## src/verilog/zx_defs.svh

```systemverilog
`ifndef ZX_DEFS_SVH
`define ZX_DEFS_SVH

//////////////////////////////
// memory windows
//////////////////////////////

// 16k windows over the z80 address space
`define ZX_NUM_WIN 4

//////////////////////////////
// port codes, low address byte
//////////////////////////////

// border and beeper
`define ZX_PORT_FE 8'hFE

// covox level
`define ZX_PORT_FB 8'hFB

// atm window page, A15:A14 pick the window, A13 is rom/ram
`define ZX_PORT_F7 8'hF7

// 128k paging, only with A15 clear
`define ZX_PORT_7FFD_LO 8'hFD

// trdos entry, high byte of the M1 address
`define ZX_DOS_ENTRY_HI 8'h3D

// sound level bits
`define ZX_SND_W 8

`endif

```

## src/verilog/zx_pkg.sv

```systemverilog
package zx_pkg;

	//////////////////////////////
	// z80 bus
	//////////////////////////////

	typedef logic [15:0] zaddr_t;
	typedef logic [7:0] zdata_t;

	//////////////////////////////
	// paging
	//////////////////////////////

	typedef logic [7:0] page_t;
	typedef logic [1:0] win_idx_t;
	typedef logic [4:0] rom_page_t;

	// ram: page & offset, rom: 3'b000 & rom page & offset
	typedef logic [21:0] mem_addr_t;

	// beeper / covox level
	typedef logic [7:0] snd_level_t;

	// port cycle fsm
	typedef enum logic [1:0] {
		io_idle,
		io_strobe,
		io_hold
	} io_state_t;

endpackage

```

## src/verilog/zx_port_if.sv

```systemverilog
`timescale 1ns/10ps

interface zx_port_if;

	// one cycle per z80 write cycle
	logic wr_stb;

	// held from the start of the cycle until the next write
	zx_pkg::zaddr_t port_addr;
	zx_pkg::zdata_t wr_data;

	modport ctrl (
		output wr_stb,
		output port_addr,
		output wr_data
	);

	// pagers decode their own window writes
	modport pager (
		input wr_stb,
		input port_addr,
		input wr_data
	);

endinterface

```

## src/verilog/port_ctrl.sv

```systemverilog
`timescale 1ns/10ps
`include "zx_defs.svh"

module port_ctrl (
	input  logic                                fclk,
	input  logic                                arst_n,
	input  zx_pkg::zaddr_t                      a,
	input  zx_pkg::zdata_t                      d_in,
	input  logic                                iorq_n,
	input  logic                                rd_n,
	input  logic                                wr_n,
	input  zx_pkg::page_t [`ZX_NUM_WIN-1:0]     win_page,
	input  logic [`ZX_NUM_WIN-1:0]              win_rom,
	output zx_pkg::zdata_t                      d_out,
	output logic                                d_oe,
	output zx_pkg::zdata_t                      p7ffd,
	output logic [2:0]                          border,
	output zx_pkg::snd_level_t                  snd_level,
	zx_port_if.ctrl                             bus
);
	import zx_pkg::*;

	io_state_t state;
	io_state_t state_nx;
	logic io_wr;
	logic io_rd;
	logic hit_7ffd;
	logic hit_fe;
	logic hit_fb;
	win_idx_t rd_win;

	assign io_wr = ~iorq_n & ~wr_n;
	assign io_rd = ~iorq_n & ~rd_n & (a[7:0] == `ZX_PORT_F7);

	//////////////////////////////
	// io write cycle
	//////////////////////////////

	always_comb
	begin
		state_nx = state;
		case (state)
			io_idle:   if (io_wr) state_nx = io_strobe;
			io_strobe: state_nx = io_hold;
			io_hold:   if (iorq_n) state_nx = io_idle;
			default:   state_nx = io_idle;
		endcase
	end

	always_ff @(posedge fclk or negedge arst_n)
	begin
		if (!arst_n)
			state <= io_idle;
		else
			state <= state_nx;
	end

	// address and data taken with the first sample of the strobes
	always_ff @(posedge fclk)
	begin
		if (state == io_idle && io_wr)
		begin
			bus.port_addr <= a;
			bus.wr_data   <= d_in;
		end
	end

	assign bus.wr_stb = (state == io_strobe);

	// port decode on the held address
	assign hit_7ffd  = ~bus.port_addr[15] && bus.port_addr[7:0] == `ZX_PORT_7FFD_LO;
	assign hit_fe    = bus.port_addr[7:0] == `ZX_PORT_FE;
	assign hit_fb    = bus.port_addr[7:0] == `ZX_PORT_FB;

	always_ff @(posedge fclk or negedge arst_n)
	begin
		if (!arst_n)
		begin
			p7ffd     <= '0;
			border    <= '0;
			snd_level <= '0;
		end
		else if (bus.wr_stb)
		begin
			// bit 5 locks 7ffd until reset
			if (hit_7ffd && !p7ffd[5])
				p7ffd <= bus.wr_data;
			if (hit_fe)
			begin
				border    <= bus.wr_data[2:0];
				snd_level <= {$bits(snd_level_t){bus.wr_data[4]}};
			end
			if (hit_fb)
				snd_level <= bus.wr_data;
		end
	end

	//////////////////////////////
	// io read, xxF7 only
	//////////////////////////////

	assign rd_win = a[15:14];

	always_ff @(posedge fclk or negedge arst_n)
	begin
		if (!arst_n)
			d_oe <= 1'b0;
		else
			d_oe <= io_rd;
	end

	always_ff @(posedge fclk)
	begin
		if (io_rd)
			d_out <= win_page[rd_win];
	end

	// one strobe per write cycle
	a_single_stb: assert property (@(posedge fclk) disable iff (!arst_n)
		bus.wr_stb |=> !bus.wr_stb)
		else $error("wr_stb high in two consecutive cycles");

endmodule

```

## src/verilog/window_pager.sv

```systemverilog
`timescale 1ns/10ps
`include "zx_defs.svh"

module window_pager #(
	parameter zx_pkg::win_idx_t WIN = '0
) (
	input  logic           fclk,
	input  logic           arst_n,
	zx_port_if.pager       bus,
	input  zx_pkg::zdata_t p7ffd,
	input  logic           dos,
	output zx_pkg::page_t  page,
	output logic           rom
);
	import zx_pkg::*;

	logic atm_mode;
	page_t atm_page;
	logic atm_rom;
	logic f7_hit;
	rom_page_t pent_rom_page;
	page_t pent_page;
	logic pent_rom;

	assign f7_hit = bus.wr_stb && bus.port_addr[7:0] == `ZX_PORT_F7
		&& bus.port_addr[15:14] == WIN;

	// once written, the window stays in atm mode until reset
	always_ff @(posedge fclk or negedge arst_n)
	begin
		if (!arst_n)
			atm_mode <= 1'b0;
		else if (f7_hit)
			atm_mode <= 1'b1;
	end

	always_ff @(posedge fclk)
	begin
		if (f7_hit)
		begin
			atm_page <= bus.wr_data;
			atm_rom  <= bus.port_addr[13];
		end
	end

	//////////////////////////////
	// pentagon mapping
	//////////////////////////////

	// dos and 7ffd bit 4 pick one of four roms
	assign pent_rom_page = {3'b000, dos, p7ffd[4]};

	always_comb
	begin
		case (WIN)
			2'd0:
			begin
				pent_page = {3'b000, pent_rom_page};
				pent_rom  = 1'b1;
			end
			2'd1:
			begin
				pent_page = 8'd5;
				pent_rom  = 1'b0;
			end
			2'd2:
			begin
				pent_page = 8'd2;
				pent_rom  = 1'b0;
			end
			default:
			begin
				pent_page = {5'b00000, p7ffd[2:0]};
				pent_rom  = 1'b0;
			end
		endcase
	end

	assign page = atm_mode ? atm_page : pent_page;
	assign rom  = atm_mode ? atm_rom : pent_rom;

endmodule

```

## src/verilog/dos_ctrl.sv

```systemverilog
`timescale 1ns/10ps
`include "zx_defs.svh"

module dos_ctrl (
	input  logic           fclk,
	input  logic           arst_n,
	input  zx_pkg::zaddr_t a,
	input  logic           mreq_n,
	input  logic           m1_n,
	input  logic           rom0,
	input  zx_pkg::zdata_t p7ffd,
	output logic           dos
);
	import zx_pkg::*;

	logic fetch;
	logic fetch_s;
	logic fetch_q;
	logic fetch_start;
	zaddr_t fetch_a;
	logic enter;
	logic leave;

	assign fetch = ~mreq_n & ~m1_n;

	always_ff @(posedge fclk or negedge arst_n)
	begin
		if (!arst_n)
		begin
			fetch_s <= 1'b0;
			fetch_q <= 1'b0;
		end
		else
		begin
			fetch_s <= fetch;
			fetch_q <= fetch_s;
		end
	end

	// opcode address at the first sample of the fetch
	always_ff @(posedge fclk)
	begin
		if (fetch && !fetch_s)
			fetch_a <= a;
	end

	assign fetch_start = fetch_s & ~fetch_q;

	// enter only from the basic48 rom, leave on any fetch above 4000
	assign enter = fetch_a[15:8] == `ZX_DOS_ENTRY_HI && rom0 && p7ffd[4];
	assign leave = fetch_a[15:14] != 2'b00;

	always_ff @(posedge fclk or negedge arst_n)
	begin
		if (!arst_n)
			dos <= 1'b0;
		else if (fetch_start)
		begin
			if (enter)
				dos <= 1'b1;
			else if (leave)
				dos <= 1'b0;
		end
	end

endmodule

```

## src/verilog/mem_map.sv

```systemverilog
`timescale 1ns/10ps
`include "zx_defs.svh"

module mem_map (
	input  logic                            fclk,
	input  logic                            arst_n,
	input  zx_pkg::zaddr_t                  a,
	input  logic                            mreq_n,
	input  logic                            rd_n,
	input  logic                            m1_n,
	input  zx_pkg::page_t [`ZX_NUM_WIN-1:0] win_page,
	input  logic [`ZX_NUM_WIN-1:0]          win_rom,
	output zx_pkg::mem_addr_t               mem_addr,
	output logic                            ram_cs,
	output logic                            rom_cs
);
	import zx_pkg::*;

	logic mem_cyc;
	win_idx_t win;
	page_t sel_page;
	logic sel_rom;
	rom_page_t rom_pg;

	// read or opcode fetch, refresh has rd_n and m1_n both high
	assign mem_cyc = ~mreq_n & (~rd_n | ~m1_n);

	assign win      = a[15:14];
	assign sel_page = win_page[win];
	assign sel_rom  = win_rom[win];
	assign rom_pg   = sel_page[4:0];

	always_ff @(posedge fclk)
	begin
		if (sel_rom)
			mem_addr <= {3'b000, rom_pg, a[13:0]};
		else
			mem_addr <= {sel_page, a[13:0]};
	end

	always_ff @(posedge fclk or negedge arst_n)
	begin
		if (!arst_n)
		begin
			ram_cs <= 1'b0;
			rom_cs <= 1'b0;
		end
		else
		begin
			ram_cs <= mem_cyc & ~sel_rom;
			rom_cs <= mem_cyc & sel_rom;
		end
	end

	a_one_cs: assert property (@(posedge fclk) disable iff (!arst_n)
		!(ram_cs && rom_cs))
		else $error("ram_cs and rom_cs both active");

endmodule

```

## src/verilog/sound_dsm.sv

```systemverilog
`timescale 1ns/10ps
`include "zx_defs.svh"

module sound_dsm (
	input  logic               fclk,
	input  logic               arst_n,
	input  zx_pkg::snd_level_t level,
	output logic               beep
);
	import zx_pkg::*;

	// carry bit on top of the level width
	logic [`ZX_SND_W:0] acc;
	logic [`ZX_SND_W:0] acc_nx;

	// residue plus level, the carry is the output bit
	assign acc_nx = {1'b0, acc[`ZX_SND_W-1:0]} + {1'b0, level};

	always_ff @(posedge fclk or negedge arst_n)
	begin
		if (!arst_n)
			acc <= '0;
		else
			acc <= acc_nx;
	end

	// L carries in every 2^ZX_SND_W cycles for a steady level
	assign beep = acc[`ZX_SND_W];

endmodule

```

## src/verilog/zx_mapper.sv

```systemverilog
`timescale 1ns/10ps
`include "zx_defs.svh"

module zx_mapper (
	input  logic              fclk,
	input  logic              arst_n,
	input  zx_pkg::zaddr_t    a,
	input  zx_pkg::zdata_t    d_in,
	output zx_pkg::zdata_t    d_out,
	output logic              d_oe,
	input  logic              iorq_n,
	input  logic              mreq_n,
	input  logic              m1_n,
	input  logic              rd_n,
	input  logic              wr_n,
	output zx_pkg::mem_addr_t mem_addr,
	output logic              ram_cs,
	output logic              rom_cs,
	output logic [2:0]        border,
	output logic              beep
);
	import zx_pkg::*;

	page_t [`ZX_NUM_WIN-1:0] win_page;
	logic [`ZX_NUM_WIN-1:0] win_rom;
	zdata_t p7ffd;
	snd_level_t snd_level;
	logic dos;

	zx_port_if port_bus ();

	//////////////////////////////
	// ports
	//////////////////////////////

	port_ctrl u_port_ctrl (
		.fclk      (fclk),
		.arst_n    (arst_n),
		.a         (a),
		.d_in      (d_in),
		.iorq_n    (iorq_n),
		.rd_n      (rd_n),
		.wr_n      (wr_n),
		.win_page  (win_page),
		.win_rom   (win_rom),
		.d_out     (d_out),
		.d_oe      (d_oe),
		.p7ffd     (p7ffd),
		.border    (border),
		.snd_level (snd_level),
		.bus       (port_bus.ctrl)
	);

	//////////////////////////////
	// paging
	//////////////////////////////

	for (genvar i = 0; i < `ZX_NUM_WIN; i++)
	begin : g_pager
		window_pager #(
			.WIN (win_idx_t'(i))
		) u_pager (
			.fclk   (fclk),
			.arst_n (arst_n),
			.bus    (port_bus.pager),
			.p7ffd  (p7ffd),
			.dos    (dos),
			.page   (win_page[i]),
			.rom    (win_rom[i])
		);
	end

	dos_ctrl u_dos_ctrl (
		.fclk   (fclk),
		.arst_n (arst_n),
		.a      (a),
		.mreq_n (mreq_n),
		.m1_n   (m1_n),
		.rom0   (win_rom[0]),
		.p7ffd  (p7ffd),
		.dos    (dos)
	);

	mem_map u_mem_map (
		.fclk     (fclk),
		.arst_n   (arst_n),
		.a        (a),
		.mreq_n   (mreq_n),
		.rd_n     (rd_n),
		.m1_n     (m1_n),
		.win_page (win_page),
		.win_rom  (win_rom),
		.mem_addr (mem_addr),
		.ram_cs   (ram_cs),
		.rom_cs   (rom_cs)
	);

	// beeper and covox
	sound_dsm u_sound (
		.fclk   (fclk),
		.arst_n (arst_n),
		.level  (snd_level),
		.beep   (beep)
	);

endmodule

```

## config.mk

```make
export PLATFORM = sky130hd
export DESIGN_NAME = zx_mapper
export DESIGN_NICKNAME = d
export VERILOG_FILES = /design/src/verilog/zx_pkg.sv /design/src/verilog/zx_port_if.sv /design/src/verilog/port_ctrl.sv /design/src/verilog/window_pager.sv /design/src/verilog/dos_ctrl.sv /design/src/verilog/mem_map.sv /design/src/verilog/sound_dsm.sv /design/src/verilog/zx_mapper.sv
export VERILOG_INCLUDE_DIRS = /design/src /design/src/verilog
export SDC_FILE = /design/constraint.sdc
export NUM_CORES = 1
export LEC_CHECK = 0
export ABC_AREA = 1
export BUFFER_PORTS_ARGS = -buffer_cell sky130_fd_sc_hd__clkbuf_2
export CORE_AREA = 2 2 125 127
export CTS_CLUSTER_DIAMETER = 40
export DETAILED_ROUTE_END_ITERATION = 8
export DIE_AREA = 0 0 127 129
export GPL_TIMING_DRIVEN = 1
export PLACE_DENSITY = 0.58
export SLEW_MARGIN = 25
export SYNTH_ARGS = -nofsm -noshare
export SYNTH_HDL_FRONTEND = slang
export SYNTH_HIERARCHICAL = 1
export SYNTH_SLANG_ARGS = --single-unit
```

## constraint.sdc

```tcl
create_clock -name fclk -period 9.2 [get_ports fclk]
set_input_delay 1.84 -clock fclk [delete_from_list [all_inputs] [get_ports fclk]]
set_output_delay 1.84 -clock fclk [all_outputs]
set_load 0.01 [all_outputs]
```

==> results of run 1 <==
==> placed cells by master (no fill, tap or decap), drive strengths merged, types with 4 or more instances in the layout <==
cell / instances
o22ai: 8
or2: 6
o21ai: 36
dfxtp: 22
clkbuf: 86
nand4: 7
edfxtp: 71
ha: 8
nand3: 36
a21oi: 4
dfrtp: 37
inv: 90
nor2: 57
nand2: 166
==> worst max-delay path, delay by kind of cell <==
kind            cells  cell delay [ps]
compound gates      2              380
buf+inv             2             1000
==> area by class of cell <==
type                    count  area share, %
well taps                 188           3.50
flip-flops and latches    130           52.1
clock buffers              20           7.14
clock inverters            12           2.44
inverters                  84           4.77
multi-input cells         339           24.9
repair buffers             68           5.11
==> how the worst min path moves through the flow <==
stage                              end  slack [ps]  cells after the start
finish              u_dos_ctrl/fetch_q         440                      0
global route        u_dos_ctrl/fetch_q         450                      0
CTS                 u_dos_ctrl/fetch_q         410                      0
detailed placement  u_dos_ctrl/fetch_q         390                      0
global placement    u_dos_ctrl/fetch_q         400                      0
floorplan           u_dos_ctrl/fetch_q         380                      0
==> metrics by stage <==
step	instances	total power [mW]	area, sq um	hold slack (ps)
2_1_floorplan	565	0.756	5600	375
3_3_place_gp	809	0.791	6060	396
3_5_place_dp	809	0.796	6060	395
4_1_cts	841	1.52	6710	413
5_1_grt	841	1.57	6710	446
6_report	841	1.50	6710	439
==> power by group through the flow <==
stage                     sequential (mW)  clock [mW]  combinational (mW)
after floorplan                     0.677           0              0.0791
after detailed placement            0.680           0               0.116
after global placement              0.678           0               0.112
after CTS                           0.668       0.736               0.118
after global routing                0.672       0.761               0.134
final                               0.668       0.719               0.118
==> metal layers <==
layer  vias up  wire length (um)  global-route usage, %
met1      1837              5400                   19.0
met2       114              5380                   23.9
li1       1970                 -                      -
met3        18               522                   4.49
met4         0               244                   6.59
met5         -                 0                      0
==> sequential cells by signal, indices dropped and copies added (netlist names) <==
register	cells
u_sound/acc	9
u_dos_ctrl/fetch_q	1
u_port_ctrl/d_out	8
u_port_ctrl/snd_level	8
u_mem_map/mem_addr	22
u_dos_ctrl/fetch_s	1
g_pager.u_pager/atm_mode	4
g_pager.u_pager/atm_page	32
g_pager.u_pager/atm_rom	4
u_port_ctrl/bus.port_addr	11
u_port_ctrl/d_oe	1
u_port_ctrl/border	3
u_dos_ctrl/dos	1
u_mem_map/ram_cs	1
u_port_ctrl/p7ffd	5
u_port_ctrl/bus.wr_data	8
u_mem_map/rom_cs	1
u_port_ctrl/state	2
u_dos_ctrl/fetch_a	8
==> flow_summary.yaml, run 1 <==
final_layout:
  register_area_sq_um: 3500
  multiInputGateArea_sq_um: 1670
  antenna_cells: 0
  areaGrowthSynthToFinish_pct: 19.8
  fillers: 1441
  nets: 680
  finish.utilization_pct: 44.8
  drive_above_1_share_pct: 19.4
worst_setup_path:
  cp_slowest_cell: "clkbuf_2"
  max_stage_delay_ps: 580
  crit_path_end_kind: "flip-flop"
  crit_chain: "clkbuf_2, inv_1, o21ai_0, o22ai_1"
  crit_path_start: "a[14]"
  cp_data_arrival_time_ps: 3220
  worstSetupStartpointType: "input pin"
  critPathMaxFanout: 38
  rr_worst_depth: 2
  path_class: "input pin to flip-flop"
  r2r-end: "u_port_ctrl/bus.port_addr[14]"
  ff2ff_setup_slack_ps: 7340
  cp.required_ps: 9350
  reg2reg_from: "u_port_ctrl/state[0]"
  crit_end: "u_port_ctrl/d_out[0]"
routing:
  via_count: 3939
  dr.pass1.iters: 5
  drc: 0
  wl_per_cell_um: 13.7
  postRouteAntennaNets: 0
  routed_wl_um: 11500
  drt_iter0_markers: 326
  viasPerCell: 4.68
timing:
  final_max_slew_viol_count: 0
  setup_viol: 0
  worst_slack_ps: 6130
  setup_tns_ps: 0
  rsz0062_at_grt: "no"
  fmax_mhz: 326
  min_period_ps: 3070
  slew_headroom_pct: 38.3
  fin_crit_sh_pct: 33.4
  hold_viol: 0
  worst_pin_slew_ps: 921
  skew_ps: 7.82
grt:
  grt_max_degree: 39
  antenna_found_initial: 0
  globalRoute.totalOverflow: 0
  grt_first_pass_wirelength_um: 18700
  grt_pass1_vias: 3863
  grt_util_all_layers_pct: 15.0
clock_network:
  htreeDepth: 4
  cts.root.buffer_cell: "clkbuf_16"
  post_cts_buffers: 0
  clock_path_buffers: 2
  cts_resized: 0
  cts_sinks: 130
  cts_inserted_buffers: 17
  ctsHoldBuffers: 0
  cts_tree: "built"
  worst_skew_pair.late_latency_ps: 410
  path_clk_slew_ps: 60
synthesis:
  yosysWarnings: 6
  syn_inst: 565
  syn_nets: 605
  syn_area_per_cell_sq_um: 9.92
  syn-cell-area_sq_um: 5600
place:
  dp_hpwl_um: 8160
  post-place-ws_ps: 5760
  gp_congestion: 0.769
  io_buffer_count: 67
pwr:
  p_seq_share_pct: 44.4
  p_leak_nw: 3.24
  pwr_density_cell_nw_per_um2: 224
  switching_power_uw: 347
  switching_share_pct: 23.1
  combPwrFrac_pct: 7.8
  peakVddDrop_v: 0.000136
  clkPwrFrac_pct: 47.8
  power.internal_mw: 1.16
floorplan:
  fp-row-count: 45
  die-area_sq_um: 16400
  io_pins: 68
  dieWidth_um: 127
  start_util_pct: 37.4
  coreArea_sq_um: 15000
  die_h_um: 129
run_status:
  status: "finished, final reports clean"
worst_hold_path:
  hold_path_startpoint: "u_dos_ctrl/fetch_s"
  hold_class: "flip-flop to flip-flop"
flow_run:
  maxCapViolCount: 0
Note: power is estimated with default switching activity, not from simulation.
==> run 2: changes to the inputs <==
Settings changed: ABC_AREA 1 to 0, CORE_AREA 2 2 125 127 to 2 2 121 123, DIE_AREA 0 0 127 129 to 0 0 123 125, PLACE_DENSITY 0.58 to 0.61.
Clock period 9.2 ns to 2.56 ns, I/O delays scaled along.
==> flow_summary.yaml, run 2 <==
timing:
  fmax_mhz: 527
  final_max_slew_viol_count: 0
  fin_crit_sh_pct: 74.1
  hold_viol: 0
  skew_ps: 6.59
  holdWs_ps: 211
  worst_pin_slew_ps: 857
  setup_viol: 0
  min_period_ps: 1900
  setup_tns_ps: 0
  slew_headroom_pct: 42.9
  rsz0062_at_grt: "no"
worst_setup_path:
  r2r-end: "u_port_ctrl/snd_level[2]"
  crit_chain: "nand4_1, nor3_2, mux2_2"
  reg2reg_from: "u_port_ctrl/bus.port_addr[1]"
  ff2ff_setup_slack_ps: 660
  rr_worst_depth: 3
  cp_data_arrival_time_ps: 2180
  critPathMaxFanout: 8
  crit_path_end_kind: "flip-flop"
  path_class: "flip-flop to flip-flop"
  cp_slowest_cell: "edfxtp_1"
  max_stage_delay_ps: 620
  cp.required_ps: 2850
  worstSetupStartpointType: "flip-flop"
synthesis:
  syn_area_per_cell_sq_um: 17.0
  syn_nets: 350
  yosysWarnings: 6
  syn-cell-area_sq_um: 5270
  syn_inst: 310
clock_network:
  cts.root.buffer_cell: "clkbuf_16"
  post_cts_buffers: 0
  path_clk_slew_ps: 50
  ctsHoldBuffers: 0
  clock_path_buffers: 2
  cts_inserted_buffers: 17
  cts_tree: "built"
  worst_skew_pair.late_latency_ps: 410
  cts_sinks: 130
  cts_resized: 0
  htreeDepth: 4
final_layout:
  register_area_sq_um: 3500
  largest_register_ff_count: 32
  stdcell_area_sq_um: 6510
  areaGrowthSynthToFinish_pct: 23.5
  fillers: 1257
  regMostFlops: "g_pager.u_pager/atm_page"
  drive_above_1_share_pct: 39.1
  layout_commonest_cell: "edfxtp_1"
  final_cell_mix: "edfxtp_1 (71), clkbuf_2 (66), dfrtp_1 (37)"
  nets: 436
  top_regs: "g_pager.u_pager/atm_page x32, u_mem_map/mem_addr x22, u_port_ctrl/bus.port_addr x11"
  antenna_cells: 0
  multiInputGateArea_sq_um: 1710
floorplan:
  dieWidth_um: 123
  fp-row-count: 44
  io_pins: 68
  start_util_pct: 37.1
  die_h_um: 125
  coreArea_sq_um: 14200
  die-area_sq_um: 15400
routing:
  postRouteAntennaNets: 0
  drc: 0
  wl_per_cell_um: 16.6
  drt_iter0_markers: 131
  dr.pass1.iters: 4
  viasPerCell: 4.89
  routed_wl_um: 9820
  via_count: 2901
worst_hold_path:
  hold_class: "input pin to async pin"
pwr:
  pwr_density_cell_nw_per_um2: 832
  p_leak_nw: 2.69
  peakVddDrop_v: 0.000413
grt:
  grt_max_degree: 38
  antenna_found_initial: 0
  grt_pass1_vias: 2886
  globalRoute.totalOverflow: 0
  grt_util_all_layers_pct: 13.9
  grt_first_pass_wirelength_um: 16000
  grt.met1_usage_pct: 17.5
  top_usage_layer: "met2"
  grtUsageMet3_pct: 4.70
  met2_usage_pct: 22.3
place:
  gp_congestion: 0.750
  placed_area_sq_um: 5860
  dp_hpwl_um: 6820
  io_buffer_count: 67
run_status:
  status: "finished, final reports clean"
flow_run:
  maxCapViolCount: 0
## run 2: how the worst max path moves through the flow
stage	end	start	slack (ps)	depth (start not counted)
2_1_floorplan	g_pager[0].u_pager/atm_page[0]	u_port_ctrl/bus.port_addr[0]	400	2
3_3_place_gp	u_port_ctrl/d_out[2]	a[14]	700	3
3_5_place_dp	u_port_ctrl/border[0]	u_port_ctrl/bus.port_addr[4]	630	3
4_1_cts	u_port_ctrl/border[0]	u_port_ctrl/bus.port_addr[4]	640	3
5_1_grt	u_port_ctrl/snd_level[2]	u_port_ctrl/bus.port_addr[1]	510	3
6_report	u_port_ctrl/snd_level[2]	u_port_ctrl/bus.port_addr[1]	660	3
## run 2: final cells by class
| type | instances | area share, % |
|---|---|---|
| well taps | 184 | 3.54 |
| flip-flops and latches | 130 | 53.7 |
| multi-input cells | 165 | 26.3 |
| clock inverters | 12 | 3.27 |
| inverters | 7 | 0.403 |
| clock buffers | 20 | 6.71 |
| repair buffers | 75 | 6.07 |
## run 2: where the power goes
| group | switching (mW) | internal [mW] |
|---|---|---|
| logic | 0.190 | 0.176 |
| registers | 0.0738 | 2.32 |
| clock network | 0.840 | 1.82 |
| total | 1.10 | 4.31 |
## run 2: critical path: cells and delay by family (launching register included)
kind / cells / cell delay (ps)
and+or+nand+nor: 2 / 740
DFF: 1 / 620
muxes: 1 / 400
## run 2: metal layers
layer,routed length (um),vias up
met5,0,-
met3,459,11
met2,4960,64
met1,4270,1464
li1,-,1362
met4,127,0
## run 2: metrics by stage
stage	std cells	setup WS [ps]	util [%]	power, mW
3_5_place_dp	561	635	41.3	2.81
3_3_place_gp	561	698	41.3	2.78
4_1_cts	593	635	45.9	5.48
6_report	593	664	45.9	5.42
2_1_floorplan	310	399	-	2.67
5_1_grt	593	507	45.9	5.64
